<file path="config.mk">
export PLATFORM = sky130hd
export DESIGN_NAME = alu_top
export DESIGN_NICKNAME = d
export VERILOG_FILES = /design/src/design/alu_pkg.sv /design/src/design/div_if.sv /design/src/design/alu_basic.sv /design/src/design/alu_issue.sv /design/src/design/alu_divider.sv /design/src/design/alu_top.sv
export VERILOG_INCLUDE_DIRS = /design/src /design/src/design
export SDC_FILE = /design/constraint.sdc
export NUM_CORES = 1
export LEC_CHECK = 0
export ABC_AREA = 1
export ABC_CLOCK_PERIOD_IN_PS = 9600
export BUFFER_PORTS_ARGS = -buffer_cell sky130_fd_sc_hd__buf_2
export CORE_ASPECT_RATIO = 1.2
export CORE_MARGIN = 4
export CORE_UTILIZATION = 50
export CTS_CLUSTER_DIAMETER = 120
export DETAILED_ROUTE_END_ITERATION = 10
export PLACE_DENSITY = 0.72
export REMOVE_ABC_BUFFERS = 1
export SLEW_MARGIN = 20
export SYNTH_ARGS = -nofsm -noshare
export SYNTH_HDL_FRONTEND = slang
export SYNTH_HIERARCHICAL = 1
export SYNTH_SLANG_ARGS = --single-unit
</file>
<file path="constraint.sdc">
create_clock -name clk -period 9.6 [get_ports clk]
set_input_delay 0.96 -clock clk [delete_from_list [all_inputs] [get_ports clk]]
set_output_delay 0.96 -clock clk [all_outputs]
set_load 0.03 [all_outputs]
</file>
<file path="src/design/alu_config.svh">
//----------------------------------------------------------------------
// ALU build parameters
//----------------------------------------------------------------------

`ifndef ALU_CONFIG_SVH
`define ALU_CONFIG_SVH

// Datapath width
`define ALU_XLEN        32

// Shift amount taken from the low bits of op2
`define ALU_SHAMT_W     5

// One quotient bit per iteration
`define ALU_DIV_ITERS   `ALU_XLEN

`endif

</file>
<file path="src/design/alu_pkg.sv">
//----------------------------------------------------------------------
// ALU shared types
//----------------------------------------------------------------------

`default_nettype none

package alu_pkg;

    // Command set of the execution unit
    typedef enum logic [4:0] {
        CMD_ADD,
        CMD_SUB,
        CMD_AND,
        CMD_OR,
        CMD_XOR,
        CMD_SLT,
        CMD_SLTU,
        CMD_SEQ,
        CMD_SNE,
        CMD_SGE,
        CMD_SGEU,
        CMD_SLL,
        CMD_SRL,
        CMD_SRA,
        CMD_DIV,
        CMD_DIVU,
        CMD_REM,
        CMD_REMU
    } alu_cmd_e;

    // Main adder flags, taken from the subtraction for compares
    typedef struct packed {
        logic zero;         // Result all zeros
        logic sign;         // Result MSB
        logic overflow;     // Signed overflow
        logic carry;        // Carry out, borrow for sub
    } alu_flags_s;

    // Commands served by the iterative divider
    function automatic logic alu_is_div(alu_cmd_e cmd);
        return (cmd == CMD_DIV) || (cmd == CMD_DIVU) ||
               (cmd == CMD_REM) || (cmd == CMD_REMU);
    endfunction

endpackage

`default_nettype wire

</file>
<file path="src/design/div_if.sv">
//----------------------------------------------------------------------
// Divider request and answer bundle
//----------------------------------------------------------------------

`timescale 1ns/100ps
`default_nettype none

`include "alu_config.svh"

interface div_if;

    logic                   start;      // One-cycle request pulse
    alu_pkg::alu_cmd_e      cmd;        // DIV, DIVU, REM or REMU
    logic [`ALU_XLEN-1:0]   dividend;   // Held stable until done
    logic [`ALU_XLEN-1:0]   divisor;
    logic                   done;       // One-cycle answer pulse
    logic [`ALU_XLEN-1:0]   result;     // Quotient or remainder, valid with done

    // Requesting side
    modport issue (
        output start, cmd, dividend, divisor,
        input  done, result
    );

    // Divider side
    modport div (
        input  start, cmd, dividend, divisor,
        output done, result
    );

endinterface

`default_nettype wire

</file>
<file path="src/design/alu_basic.sv">
//----------------------------------------------------------------------
// ALU single-cycle operations
//----------------------------------------------------------------------

`timescale 1ns/100ps
`default_nettype none

`include "alu_config.svh"

module alu_basic (
    input  wire alu_pkg::alu_cmd_e      cmd_i,
    input  wire logic [`ALU_XLEN-1:0]   op1_i,
    input  wire logic [`ALU_XLEN-1:0]   op2_i,
    output logic [`ALU_XLEN-1:0]        res_o,
    output logic                        cmp_o
);

    localparam int W = `ALU_XLEN;

    logic                       is_add;
    logic [W:0]                 sum;        // MSB is carry/borrow
    logic                       op2_eff_s;  // op2 sign as seen by the adder
    alu_pkg::alu_flags_s        flags;
    logic                       lt;         // Signed less-than
    logic [`ALU_SHAMT_W-1:0]    shamt;
    logic [W-1:0]               shft_res;

    //------------------------------------------------------------------
    // Main adder, subtracts unless ADD
    //------------------------------------------------------------------
    assign is_add    = (cmd_i == alu_pkg::CMD_ADD);
    assign sum       = is_add ? ({1'b0, op1_i} + {1'b0, op2_i})
                              : ({1'b0, op1_i} - {1'b0, op2_i});
    assign op2_eff_s = op2_i[W-1] ^ ~is_add;

    always_comb begin
        flags.carry    = sum[W];
        flags.zero     = ~|sum[W-1:0];
        flags.sign     = sum[W-1];
        // Same operand signs but result sign flipped
        flags.overflow = (op1_i[W-1] == op2_eff_s) & (sum[W-1] != op1_i[W-1]);
    end

    assign lt = flags.sign ^ flags.overflow;

    //------------------------------------------------------------------
    // Shifter
    //------------------------------------------------------------------
    assign shamt = op2_i[`ALU_SHAMT_W-1:0];

    always_comb begin
        case (cmd_i)
            alu_pkg::CMD_SRL: shft_res = op1_i >> shamt;
            alu_pkg::CMD_SRA: shft_res = $signed(op1_i) >>> shamt;  // Sign fill
            default:          shft_res = op1_i << shamt;
        endcase
    end

    //------------------------------------------------------------------
    // Result select
    //------------------------------------------------------------------
    always_comb begin
        cmp_o = 1'b0;
        res_o = '0;
        case (cmd_i)
            alu_pkg::CMD_ADD,
            alu_pkg::CMD_SUB:  res_o = sum[W-1:0];
            alu_pkg::CMD_AND:  res_o = op1_i & op2_i;
            alu_pkg::CMD_OR:   res_o = op1_i | op2_i;
            alu_pkg::CMD_XOR:  res_o = op1_i ^ op2_i;
            alu_pkg::CMD_SLT:  cmp_o = lt;
            alu_pkg::CMD_SLTU: cmp_o = flags.carry;     // Borrow means op1 < op2
            alu_pkg::CMD_SEQ:  cmp_o = flags.zero;
            alu_pkg::CMD_SNE:  cmp_o = ~flags.zero;
            alu_pkg::CMD_SGE:  cmp_o = ~lt;
            alu_pkg::CMD_SGEU: cmp_o = ~flags.carry;
            alu_pkg::CMD_SLL,
            alu_pkg::CMD_SRL,
            alu_pkg::CMD_SRA:  res_o = shft_res;
            default:           res_o = '0;              // DIV/REM handled elsewhere
        endcase
        if (cmp_o) begin
            res_o = {{(W-1){1'b0}}, 1'b1};              // Zero-extended outcome
        end
    end

endmodule

`default_nettype wire

</file>
<file path="src/design/alu_issue.sv">
//----------------------------------------------------------------------
// ALU issue stage
//----------------------------------------------------------------------

`timescale 1ns/100ps
`default_nettype none

`include "alu_config.svh"

module alu_issue (
    input  wire logic                   clk,
    input  wire logic                   rst_n,
    input  wire logic                   cmd_vld_i,
    output logic                        cmd_rdy_o,
    input  wire alu_pkg::alu_cmd_e      cmd_i,
    input  wire logic [`ALU_XLEN-1:0]   op1_i,
    input  wire logic [`ALU_XLEN-1:0]   op2_i,
    input  wire logic [`ALU_XLEN-1:0]   basic_res_i,    // From alu_basic
    input  wire logic                   basic_cmp_i,
    output logic                        res_vld_o,
    output logic [`ALU_XLEN-1:0]        res_o,
    output logic                        cmp_o,
    output alu_pkg::alu_cmd_e           cmd_o,          // To alu_basic
    output logic [`ALU_XLEN-1:0]        op1_o,
    output logic [`ALU_XLEN-1:0]        op2_o,
    div_if.issue                        div_bus
);

    alu_pkg::alu_cmd_e      cmd_q;
    logic [`ALU_XLEN-1:0]   op1_q;
    logic [`ALU_XLEN-1:0]   op2_q;

    logic   busy_q;         // Command in flight
    logic   basic_pend_q;   // Basic result ready this cycle
    logic   start_q;        // Divider request pulse
    logic   accept;
    logic   finish;         // Result to capture on this edge

    //------------------------------------------------------------------
    // Handshake
    //------------------------------------------------------------------
    assign cmd_rdy_o = ~busy_q;                    // One command at a time
    assign accept    = cmd_vld_i & cmd_rdy_o;
    assign finish    = basic_pend_q | div_bus.done;

    // Input register, held for the whole command
    always_ff @(posedge clk) begin
        if (accept) begin
            cmd_q <= cmd_i;
            op1_q <= op1_i;
            op2_q <= op2_i;
        end
    end

    always_ff @(posedge clk, negedge rst_n) begin
        if (!rst_n) begin
            busy_q       <= 1'b0;
            basic_pend_q <= 1'b0;
            start_q      <= 1'b0;
            res_vld_o    <= 1'b0;
        end else begin
            busy_q       <= accept | (busy_q & ~finish);   // Free again with res_vld_o
            basic_pend_q <= accept & ~alu_pkg::alu_is_div(cmd_i);
            start_q      <= accept &  alu_pkg::alu_is_div(cmd_i);
            res_vld_o    <= finish;                        // Single pulse
        end
    end

    //------------------------------------------------------------------
    // Output register
    //------------------------------------------------------------------
    always_ff @(posedge clk) begin
        if (finish) begin
            res_o <= basic_pend_q ? basic_res_i : div_bus.result;
            cmp_o <= basic_pend_q & basic_cmp_i;  // No compare for DIV/REM
        end
    end

    // Registered command to the datapaths
    assign cmd_o = cmd_q;
    assign op1_o = op1_q;
    assign op2_o = op2_q;

    assign div_bus.start    = start_q;
    assign div_bus.cmd      = cmd_q;
    assign div_bus.dividend = op1_q;   // Stable until done
    assign div_bus.divisor  = op2_q;

endmodule

`default_nettype wire

</file>
<file path="src/design/alu_divider.sv">
//----------------------------------------------------------------------
// Non-restoring divider
//----------------------------------------------------------------------

`timescale 1ns/100ps
`default_nettype none

`include "alu_config.svh"

module alu_divider (
    input  wire logic   clk,
    input  wire logic   rst_n,
    div_if.div          div_bus
);

    localparam int W  = `ALU_XLEN;
    localparam int NI = `ALU_DIV_ITERS;

    // First iteration runs in the start cycle, so count one less
    localparam logic [NI-1:0] CNT_INIT = {{(NI-1){1'b0}}, 1'b1} << (NI - 2);

    typedef enum logic [1:0] {
        ST_IDLE,
        ST_ITER,
        ST_CORR
    } state_e;

    state_e         state_q;
    state_e         state_d;
    logic [NI-1:0]  cnt_q;          // One-hot countdown
    logic [NI-1:0]  cnt_d;

    logic           st_idle;
    logic           st_iter;
    logic           st_corr;
    logic           is_rem;         // REM or REMU
    logic           ops_sgn;        // DIV or REM
    logic           op1_neg;
    logic           op2_neg;
    logic           diff_sgn;       // Operand MSBs differ
    logic           ops_nz;         // Neither operand zero
    logic           iter_last;
    logic           corr_req;
    logic           upd;

    logic           sum_sgn;
    logic           sum_sub;        // 1 subtract, 0 add
    logic [W:0]     sum_op1;
    logic [W:0]     sum_op2;
    logic [W:0]     sum_res;

    logic           rem_c;          // Partial remainder sign
    logic [W-1:0]   rem;
    logic [W-1:0]   quo;
    logic           quo_bit;
    logic [W-1:0]   dlo_d;          // Dividend bits still to shift in

    logic           rem_c_q;
    logic [W-1:0]   rem_q;
    logic [W-1:0]   quo_q;
    logic [W-1:0]   dlo_q;

    //------------------------------------------------------------------
    // Command decode
    //------------------------------------------------------------------
    assign st_idle  = (state_q == ST_IDLE);
    assign st_iter  = (state_q == ST_ITER);
    assign st_corr  = (state_q == ST_CORR);
    assign is_rem   = (div_bus.cmd == alu_pkg::CMD_REM) | (div_bus.cmd == alu_pkg::CMD_REMU);
    assign ops_sgn  = (div_bus.cmd == alu_pkg::CMD_DIV) | (div_bus.cmd == alu_pkg::CMD_REM);
    assign op1_neg  = ops_sgn & div_bus.dividend[W-1];
    assign op2_neg  = ops_sgn & div_bus.divisor[W-1];
    assign diff_sgn = div_bus.dividend[W-1] ^ div_bus.divisor[W-1];
    assign ops_nz   = (|div_bus.dividend) & (|div_bus.divisor);

    assign iter_last = cnt_q[0];
    // Signed quotient negated, or remainder sign fixed up
    assign corr_req  = ((div_bus.cmd == alu_pkg::CMD_DIV) & diff_sgn)
                     | (is_rem & (|rem) & (op1_neg ^ rem_c));

    //------------------------------------------------------------------
    // Shared adder/subtractor
    //------------------------------------------------------------------
    always_comb begin
        sum_sgn = st_corr ? (op1_neg ^ rem_c_q)     // Remainder sign wrong
                : st_idle ? 1'b0
                          : ~quo_q[0];              // Previous quotient bit
        sum_sub = ~(ops_sgn & diff_sgn) ^ sum_sgn;
        sum_op1 = st_corr ? {1'b0, rem_q}
                : st_idle ? {{W{op1_neg}}, div_bus.dividend[W-1]}
                          : {rem_q, dlo_q[W-1]};
        sum_op2 = {op2_neg, div_bus.divisor};
        sum_res = sum_sub ? (sum_op1 - sum_op2) : (sum_op1 + sum_op2);
    end

    // Quotient bit, with the exact-zero case for negative dividends
    always_comb begin
        rem_c   = sum_res[W];
        rem     = sum_res[W-1:0];
        dlo_d   = st_idle ? (div_bus.dividend << 1) : (dlo_q << 1);
        quo_bit = ~(op1_neg ^ rem_c) | (op1_neg & ({sum_res, dlo_d} == '0));
        quo     = st_idle ? {{(W-1){1'b0}}, quo_bit} : {quo_q[W-2:0], quo_bit};
    end

    //------------------------------------------------------------------
    // FSM and countdown
    //------------------------------------------------------------------
    always_comb begin
        state_d = state_q;
        case (state_q)
            ST_IDLE: if (div_bus.start & ops_nz) state_d = ST_ITER;
            ST_ITER: if (iter_last) state_d = corr_req ? ST_CORR : ST_IDLE;
            default: state_d = ST_IDLE;                 // Correction is one cycle
        endcase
    end

    assign cnt_d = st_idle ? CNT_INIT : (cnt_q >> 1);
    assign upd   = (st_idle & div_bus.start) | st_iter;

    always_ff @(posedge clk, negedge rst_n) begin
        if (!rst_n) begin
            state_q <= ST_IDLE;
            cnt_q   <= '0;
        end else begin
            state_q <= state_d;
            if (upd) begin
                cnt_q <= cnt_d;
            end
        end
    end

    // Remainder, quotient and dividend-low registers
    always_ff @(posedge clk) begin
        if (upd) begin
            rem_c_q <= rem_c;
            rem_q   <= rem;
            quo_q   <= quo;
            dlo_q   <= dlo_d;
        end
    end

    //------------------------------------------------------------------
    // Answer
    //------------------------------------------------------------------
    always_comb begin
        case (state_q)
            ST_ITER: begin
                div_bus.result = is_rem ? rem : quo;
                div_bus.done   = iter_last & ~corr_req;
            end
            ST_CORR: begin
                div_bus.result = is_rem ? sum_res[W-1:0] : -quo_q;
                div_bus.done   = 1'b1;
            end
            default: begin
                // Zero shortcut: x/0 all ones, x%0 and 0/x give the dividend
                div_bus.result = ((|div_bus.divisor) | is_rem) ? div_bus.dividend : '1;
                div_bus.done   = div_bus.start & ~ops_nz;
            end
        endcase
    end

endmodule

`default_nettype wire

</file>
<file path="src/design/alu_top.sv">
//----------------------------------------------------------------------
// Integer execution unit top
//----------------------------------------------------------------------

`timescale 1ns/100ps
`default_nettype none

`include "alu_config.svh"

module alu_top (
    input  wire logic                   clk,
    input  wire logic                   rst_n,
    input  wire logic                   cmd_vld_i,  // Command request
    output logic                        cmd_rdy_o,  // Unit can take a command
    input  wire alu_pkg::alu_cmd_e      cmd_i,
    input  wire logic [`ALU_XLEN-1:0]   op1_i,
    input  wire logic [`ALU_XLEN-1:0]   op2_i,
    output logic                        res_vld_o,  // One pulse per command
    output logic [`ALU_XLEN-1:0]        res_o,
    output logic                        cmp_o       // Compare outcome
);

    alu_pkg::alu_cmd_e      cmd_q;      // Registered command
    logic [`ALU_XLEN-1:0]   op1_q;
    logic [`ALU_XLEN-1:0]   op2_q;
    logic [`ALU_XLEN-1:0]   basic_res;
    logic                   basic_cmp;

    div_if div_bus ();

    //------------------------------------------------------------------
    // Input/output registers and dispatch
    //------------------------------------------------------------------
    alu_issue u_issue (
        .clk         (clk),
        .rst_n       (rst_n),
        .cmd_vld_i   (cmd_vld_i),
        .cmd_rdy_o   (cmd_rdy_o),
        .cmd_i       (cmd_i),
        .op1_i       (op1_i),
        .op2_i       (op2_i),
        .basic_res_i (basic_res),
        .basic_cmp_i (basic_cmp),
        .res_vld_o   (res_vld_o),
        .res_o       (res_o),
        .cmp_o       (cmp_o),
        .cmd_o       (cmd_q),
        .op1_o       (op1_q),
        .op2_o       (op2_q),
        .div_bus     (div_bus.issue)
    );

    // Single-cycle ops on the registered operands
    alu_basic u_basic (
        .cmd_i (cmd_q),
        .op1_i (op1_q),
        .op2_i (op2_q),
        .res_o (basic_res),
        .cmp_o (basic_cmp)
    );

    // Iterative DIV/REM
    alu_divider u_divider (
        .clk     (clk),
        .rst_n   (rst_n),
        .div_bus (div_bus.div)
    );

endmodule

`default_nettype wire

</file>
==> results of run 1 <==
## placed cells by master (no fill, tap or decap), drive strengths merged, types with 45 or more instances in the layout
| cell | count |
|---|---|
| nor3 | 45 |
| a21oi | 208 |
| xor2 | 63 |
| nor2 | 392 |
| nand3 | 153 |
| inv | 536 |
| buf | 139 |
| o21ai | 234 |
| ha | 136 |
| edfxtp | 198 |
| nand2 | 1192 |
## state kept, by name, summed over array words and instances (netlist names), 2 cells and up
name,flops
u_divider/quo_q,32
u_divider/rem_q,32
u_issue/div_bus.dividend,32
u_issue/div_bus.divisor,32
u_issue/res_o,32
u_divider/cnt_q,31
u_divider/dlo_q,31
u_issue/cmd_o,5
u_divider/state_q,2
## layout make-up
class | instances | area, sq um
Tap cell | 623 | 779
Inverter | 535 | 2010
Timing Repair Buffer | 139 | 778
Multi-Input combinational cell | 2719 | 14000
Clock inverter | 14 | 138
Fill cell | 4910 | 22000
Sequential cell | 235 | 6870
Clock buffer | 35 | 726
## stage by stage
stage | worst slack [ps] | area [sq um] | util, % | hold slack, ps
after global placement | 3380 | 24400 | 51.6 | 497
after floorplan | 3660 | 22800 | - | 475
after CTS | 3260 | 25300 | 53.5 | 525
after detailed placement | 3290 | 24400 | 51.6 | 510
final | 3110 | 25300 | 53.5 | 513
after global routing | 2700 | 25300 | 53.5 | 540
## cell families after synthesis
logic type | Yosys count | share of synthesized area (%)
and+or+nand+nor | 1864 | 32.2
buffers and inverters | 740 | 13.2
AOI/OAI and AO/OA | 619 | 15.0
DFF | 235 | 28.7
adders and majority gates | 138 | 7.27
xor gates and xnor gates | 82 | 3.00
muxes | 16 | 0.668
## final timing paths
path | startpoint | end | slack [ps] | cells past startpoint
worst max-delay path | u_divider/state_q[0]$_DFFE_PN0P_ | u_issue/res_o[7]$_DFFE_PN_ | 3110 | 26
worst min-delay path | rst_n | u_divider/cnt_q[25]$_DFFE_PN0P_ | 510 | 1
worst max register to register | u_divider/state_q[0]$_DFFE_PN0P_ | u_issue/res_o[7]$_DFFE_PN_ | 3110 | 26
worst min register to register | u_divider/cnt_q[25]$_DFFE_PN0P_ | u_divider/cnt_q[24]$_DFFE_PN0P_ | 520 | 2
max in group asynchronous | rst_n | u_divider/cnt_q[16]$_DFFE_PN0P_ | 8550 | 1
min in group clk | u_divider/cnt_q[25]$_DFFE_PN0P_ | u_divider/cnt_q[24]$_DFFE_PN0P_ | 520 | 2
## routing by layer
metal / track usage [%] / vias to the layer above
li1: - / 11900
met1: 39.4 / 11200
met2: 56.7 / 1283
met3: 4.10 / 336
met4: 23.8 / 0
met5: 0 / -
## power by group through the flow
stage | sequential [W] | clock [W] | combinational, W
after floorplan | 0.00112 | 0 | 0.00000115
after global placement | 0.00112 | 0 | 0.0000190
after detailed placement | 0.00112 | 0 | 0.0000194
after CTS | 0.00110 | 0.00104 | 0.0000196
after global routing | 0.00110 | 0.00108 | 0.0000218
final | 0.00110 | 0.00102 | 0.0000189
==> results.toml, run 1 <==
[status]
status = "finished, final reports clean"

[setup_path]
critical-path-top-delay-family = "simple AND/OR/NAND/NOR gates"
critPathArrivalTime_ps = 6690
worst_path_largest_cell_delay_ps = 570
cp-end-kind = "register"
critPathMaxFanout = 59
startpoint_type = "register"
required_ps = 9790
crit_path_frequent_cell = "nand3_1"
slowest_stage = "fa_1"
critPathKind = "register to register"
path_buf_inv = 4

[placed_design]
portBuffers = 106
gp_congestion = 1.03
dp_hpwl_microns = 69500
dpl.cell_count = 4251

[drt]
wl_per_cell_microns = 20.9
highest_layer = "met4"
wl_met2_microns = 41700
first_pass_iters = 6
route.detailed.drc = 0
drt_wl_total_microns = 89900
drtIter0Drc = 2864
met3WireLength_microns = 7040
met1Wirelength_microns = 33400
dr_total_vias = 24700
via_per_inst = 5.75
ant_nets = 0

[cts]
clk_path_buf_depth = 3
clkSinkCount = 235
cts_setup_buffers = 0
clockRootBuffer = "clkbuf_16"
insertion_delay_ps = 560
postCtsHoldBufs = 0
cts_buffers = 27
htreeDepth = 1
clkTransAtPathRegs_ps = 60
cts-resized-gates = 0
cts_tree = "yes"

[synth]
synth_cells = 3694
ys_seq_elements = 235
synth_top_cell_area_share_pct = 24.8
ys_types = 69
synth_warnings = 6
synth_area_sq_mm = 0.0240
synth_common_cells = "1179 x nand2_1, 515 x inv_1, 368 x nor2_1, 203 x a21oi_1, 200 x o21ai_0"
synth.avg_cell_area_sq_um = 6.49
seq_area_frac_synth_pct = 28.7
yosys-top-cells-area = "edfxtp_1 25%, nand2_1 18%, inv_1 8.1%"
synthArstFlopShare_pct = 15.7
synth.most_common_cell = "nand2_1"
yosysTopAreaCell = "edfxtp_1"
synth_ff_type = "edfxtp_1"
synth_edf_count = 198

[power_and_ir_drop]
p_switching_w = 0.000438
leakage_nw = 12.4
pwr-share-comb_pct = 0.9
p_int_w = 0.00170
power_w = 0.00213
clockPowerShare_pct = 47.7
power_density_mw_per_mm2 = 84.5
ir_worst_vdd_uv = 117
seqPwrFrac_pct = 51.4
swShare_pct = 20.5

[sta]
worst_pin_slew_ps = 983
finalSetupViolCount = 0
drv_slew = 0
fmax_mhz = 154
tns_ps = 0
finClkSkew_ps = 18.1
period_needed_ps = 6490
rsz0062_at_grt = "no"
final.period_utilization_pct = 67.7
slew_headroom_pct = 34.3
finalHoldViolations = 0

[die]
initial_utilization_pct = 50.7
die_w_microns = 208
core_sq_mm = 0.0472
die_y_microns = 248
dieArea_sq_mm = 0.0515
io_pins = 107
rows = 87

[global_route]
grt_max_degree = 70
grt_usage_pct = 33.4
grt_pass1_wl_microns = 134000
grt_overflow_total = 0
first_global_vias = 23600
antenna_found_initial = 0

[finish]
areaGrowthSynthToFinish_pct = 5.41
drive_above_1_share_pct = 7.45
layoutNonFillerInstCount = 4300
finalNetCount = 3867
n_antenna_cell = 0

[run]
maxCapViolCount = 0

[hold_path]
hold_path.class = "input pin to async pin"
No activity file was read; power rests on OpenSTA's default activity.
==> inputs of run 2 (changes only) <==
Settings changed: ABC_CLOCK_PERIOD_IN_PS 9600 to 5500, PLACE_DENSITY 0.72 to 0.75.
Clock period 9.6 ns to 5.5 ns, I/O delays scaled along.
==> results.toml, run 2 (synthesis gave the netlist of run 1 again) <==
[power_and_ir_drop]
pwr-share-comb_pct = 0.9
p_int_w = 0.00294
swShare_pct = 20.0
power_density_mw_per_mm2 = 144
clockPowerShare_pct = 47.0
p_switching_w = 0.000736
seqPwrFrac_pct = 52.1
leakage_nw = 12.6
ir_worst_vdd_uv = 310

[drt]
dr_total_vias = 25000
ant_nets = 0
drtIter0Drc = 2801
first_pass_iters = 6
via_per_inst = 5.77
drt_wl_total_microns = 90300
wl_per_cell_microns = 20.8
route.detailed.drc = 0

[setup_path]
slowest_stage = "edfxtp_1"
critical-path-top-delay-family = "simple AND/OR/NAND/NOR gates"
path_buf_inv = 5
crit_chain = "buf_4 > inv_1 > nand3_1 > nor2_1 > nand2_1 > buf_4 > o21ai_0 > inv_1 > fa_1 > inv_1 > nand2_1 > nand2_1 > nand3_1 > nand2_1 > xor2_1 > nand3_1 > nor2_1 > nand3_1 > nor2_1 > nand3_1 > nand2_1 > nand4_1 > nand2_1 > nand2_1"
critPathKind = "register to register"
critPathArrivalTime_ps = 5500
startpoint_type = "register"
worst_path_largest_cell_delay_ps = 420
critPathMaxFanout = 9
cp-end-kind = "register"
required_ps = 5800
crit_path_frequent_cell = "nand2_1"

[die]
core_sq_mm = 0.0472
die_w_microns = 208
io_pins = 107
die_y_microns = 248
initial_utilization_pct = 50.7
dieArea_sq_mm = 0.0515
rows = 87

[finish]
n_antenna_cell = 0
areaGrowthSynthToFinish_pct = 6.85
drive_above_1_share_pct = 8.55
final_util_pct = 54.2
most-common-layout-cells = "1176 x nand2_1, 513 x inv_1, 363 x nor2_1"
final_cell_area_sq_mm = 0.0256
finalNetCount = 3900
layoutNonFillerInstCount = 4332
final_common_cell = "nand2_1"

[placed_design]
dpl.cell_count = 4276
dp_hpwl_microns = 70400
gp_congestion = 1.06
postPlaceCellArea_sq_mm = 0.0246
pre_cts_slack_ps = -10.4
portBuffers = 106

[cts]
cts_tree = "yes"
postCtsHoldBufs = 0
cts_buffers = 26
htreeDepth = 1
insertion_delay_ps = 550
clk_path_buf_depth = 3
clkSinkCount = 235
clkTransAtPathRegs_ps = 60
clockRootBuffer = "clkbuf_16"

[global_route]
grt_max_degree = 84
grt_pass1_wl_microns = 135000
grt_overflow_total = 0
antenna_found_initial = 1
first_global_vias = 23900
grt_usage_pct = 33.6

[sta]
finalHoldViolations = 0
rsz0062_at_grt = "no"
period_needed_ps = 5200
drv_slew = 0
fmax_mhz = 192
final.period_utilization_pct = 94.5
worst_pin_slew_ps = 998
worst_slack_ps = 302
tns_ps = 0
finalSetupViolCount = 0
finClkSkew_ps = 12.6
slew_headroom_pct = 33.3

[status]
status = "finished, final reports clean"

[hold_path]
hold_path.class = "input pin to async pin"

[run]
maxCapViolCount = 0
run 2: cell types whose count changed in the layout (fill, tap and decap cells not counted), moves of 2 or more:
cell	change
buf_4	+28
buf_12	+5
inv_6	-3
nor2_1	-3
nor2_2	+3
bufinv_16	-2
clkbuf_16	+2
clkbuf_8	+2
clkinv_2	-2
clkinvlp_4	+2
inv_4	+2
nand2_1	-2
nand2_2	+2
run 2: through the flow:
step                hold slack [ps]  total power, W
finish                          127         0.00368
global route                    163         0.00379
CTS                             149         0.00371
detailed placement              505         0.00199
global placement                497         0.00199
floorplan                       254         0.00195
run 2: power by group through the flow:
| stage | Combinational (W) | Sequential (W) | Clock (W) |
|---|---|---|---|
| after global routing | 0.0000393 | 0.00191 | 0.00183 |
| after floorplan | 0.00000200 | 0.00195 | 0 |
| final | 0.0000347 | 0.00192 | 0.00173 |
| after global placement | 0.0000351 | 0.00195 | 0 |
| after detailed placement | 0.0000357 | 0.00195 | 0 |
| after CTS | 0.0000359 | 0.00191 | 0.00176 |
run 2: final cells by class:
class,count,area (sq um)
multi-input combinational,2719,14000
inverter,535,2010
timing repair buffer,173,1100
tap,623,779
clock inverter,8,46.3
sequential,235,6870
clock buffer,39,803
fill,4869,21600
run 2: layer usage:
metal	up-vias	track usage [%]	share of wire, %
li1	11900	-	-
met1	11400	39.1	36
met2	1292	57.7	47
met3	381	4.36	8.3
met4	0	23.6	8.7
met5	-	0	0
run 2: repair_timing:
action                     CTS  global route
setup endpoints to repair   12            36
resized for setup            1            10
cloned                       0             0
buffers inserted             0             9
run 2: path summary, 6_finish.rpt:
check,start,depth (start not counted),to,slack (ps)
max,u_issue/cmd_o[4]$_DFFE_PP_,24,u_issue/res_o[0]$_DFFE_PN_,300
min,rst_n,1,u_divider/cnt_q[26]$_DFFE_PN0P_,130
max reg2reg,u_issue/cmd_o[4]$_DFFE_PP_,24,u_issue/res_o[0]$_DFFE_PN_,300
min reg2reg,u_divider/cnt_q[10]$_DFFE_PN0P_,2,u_divider/cnt_q[9]$_DFFE_PN0P_,520
max in group asynchronous,rst_n,1,u_divider/cnt_q[27]$_DFFE_PN0P_,4830
min in group clk,op2_i[19],1,u_issue/div_bus.divisor[19]$_DFFE_PP_,170
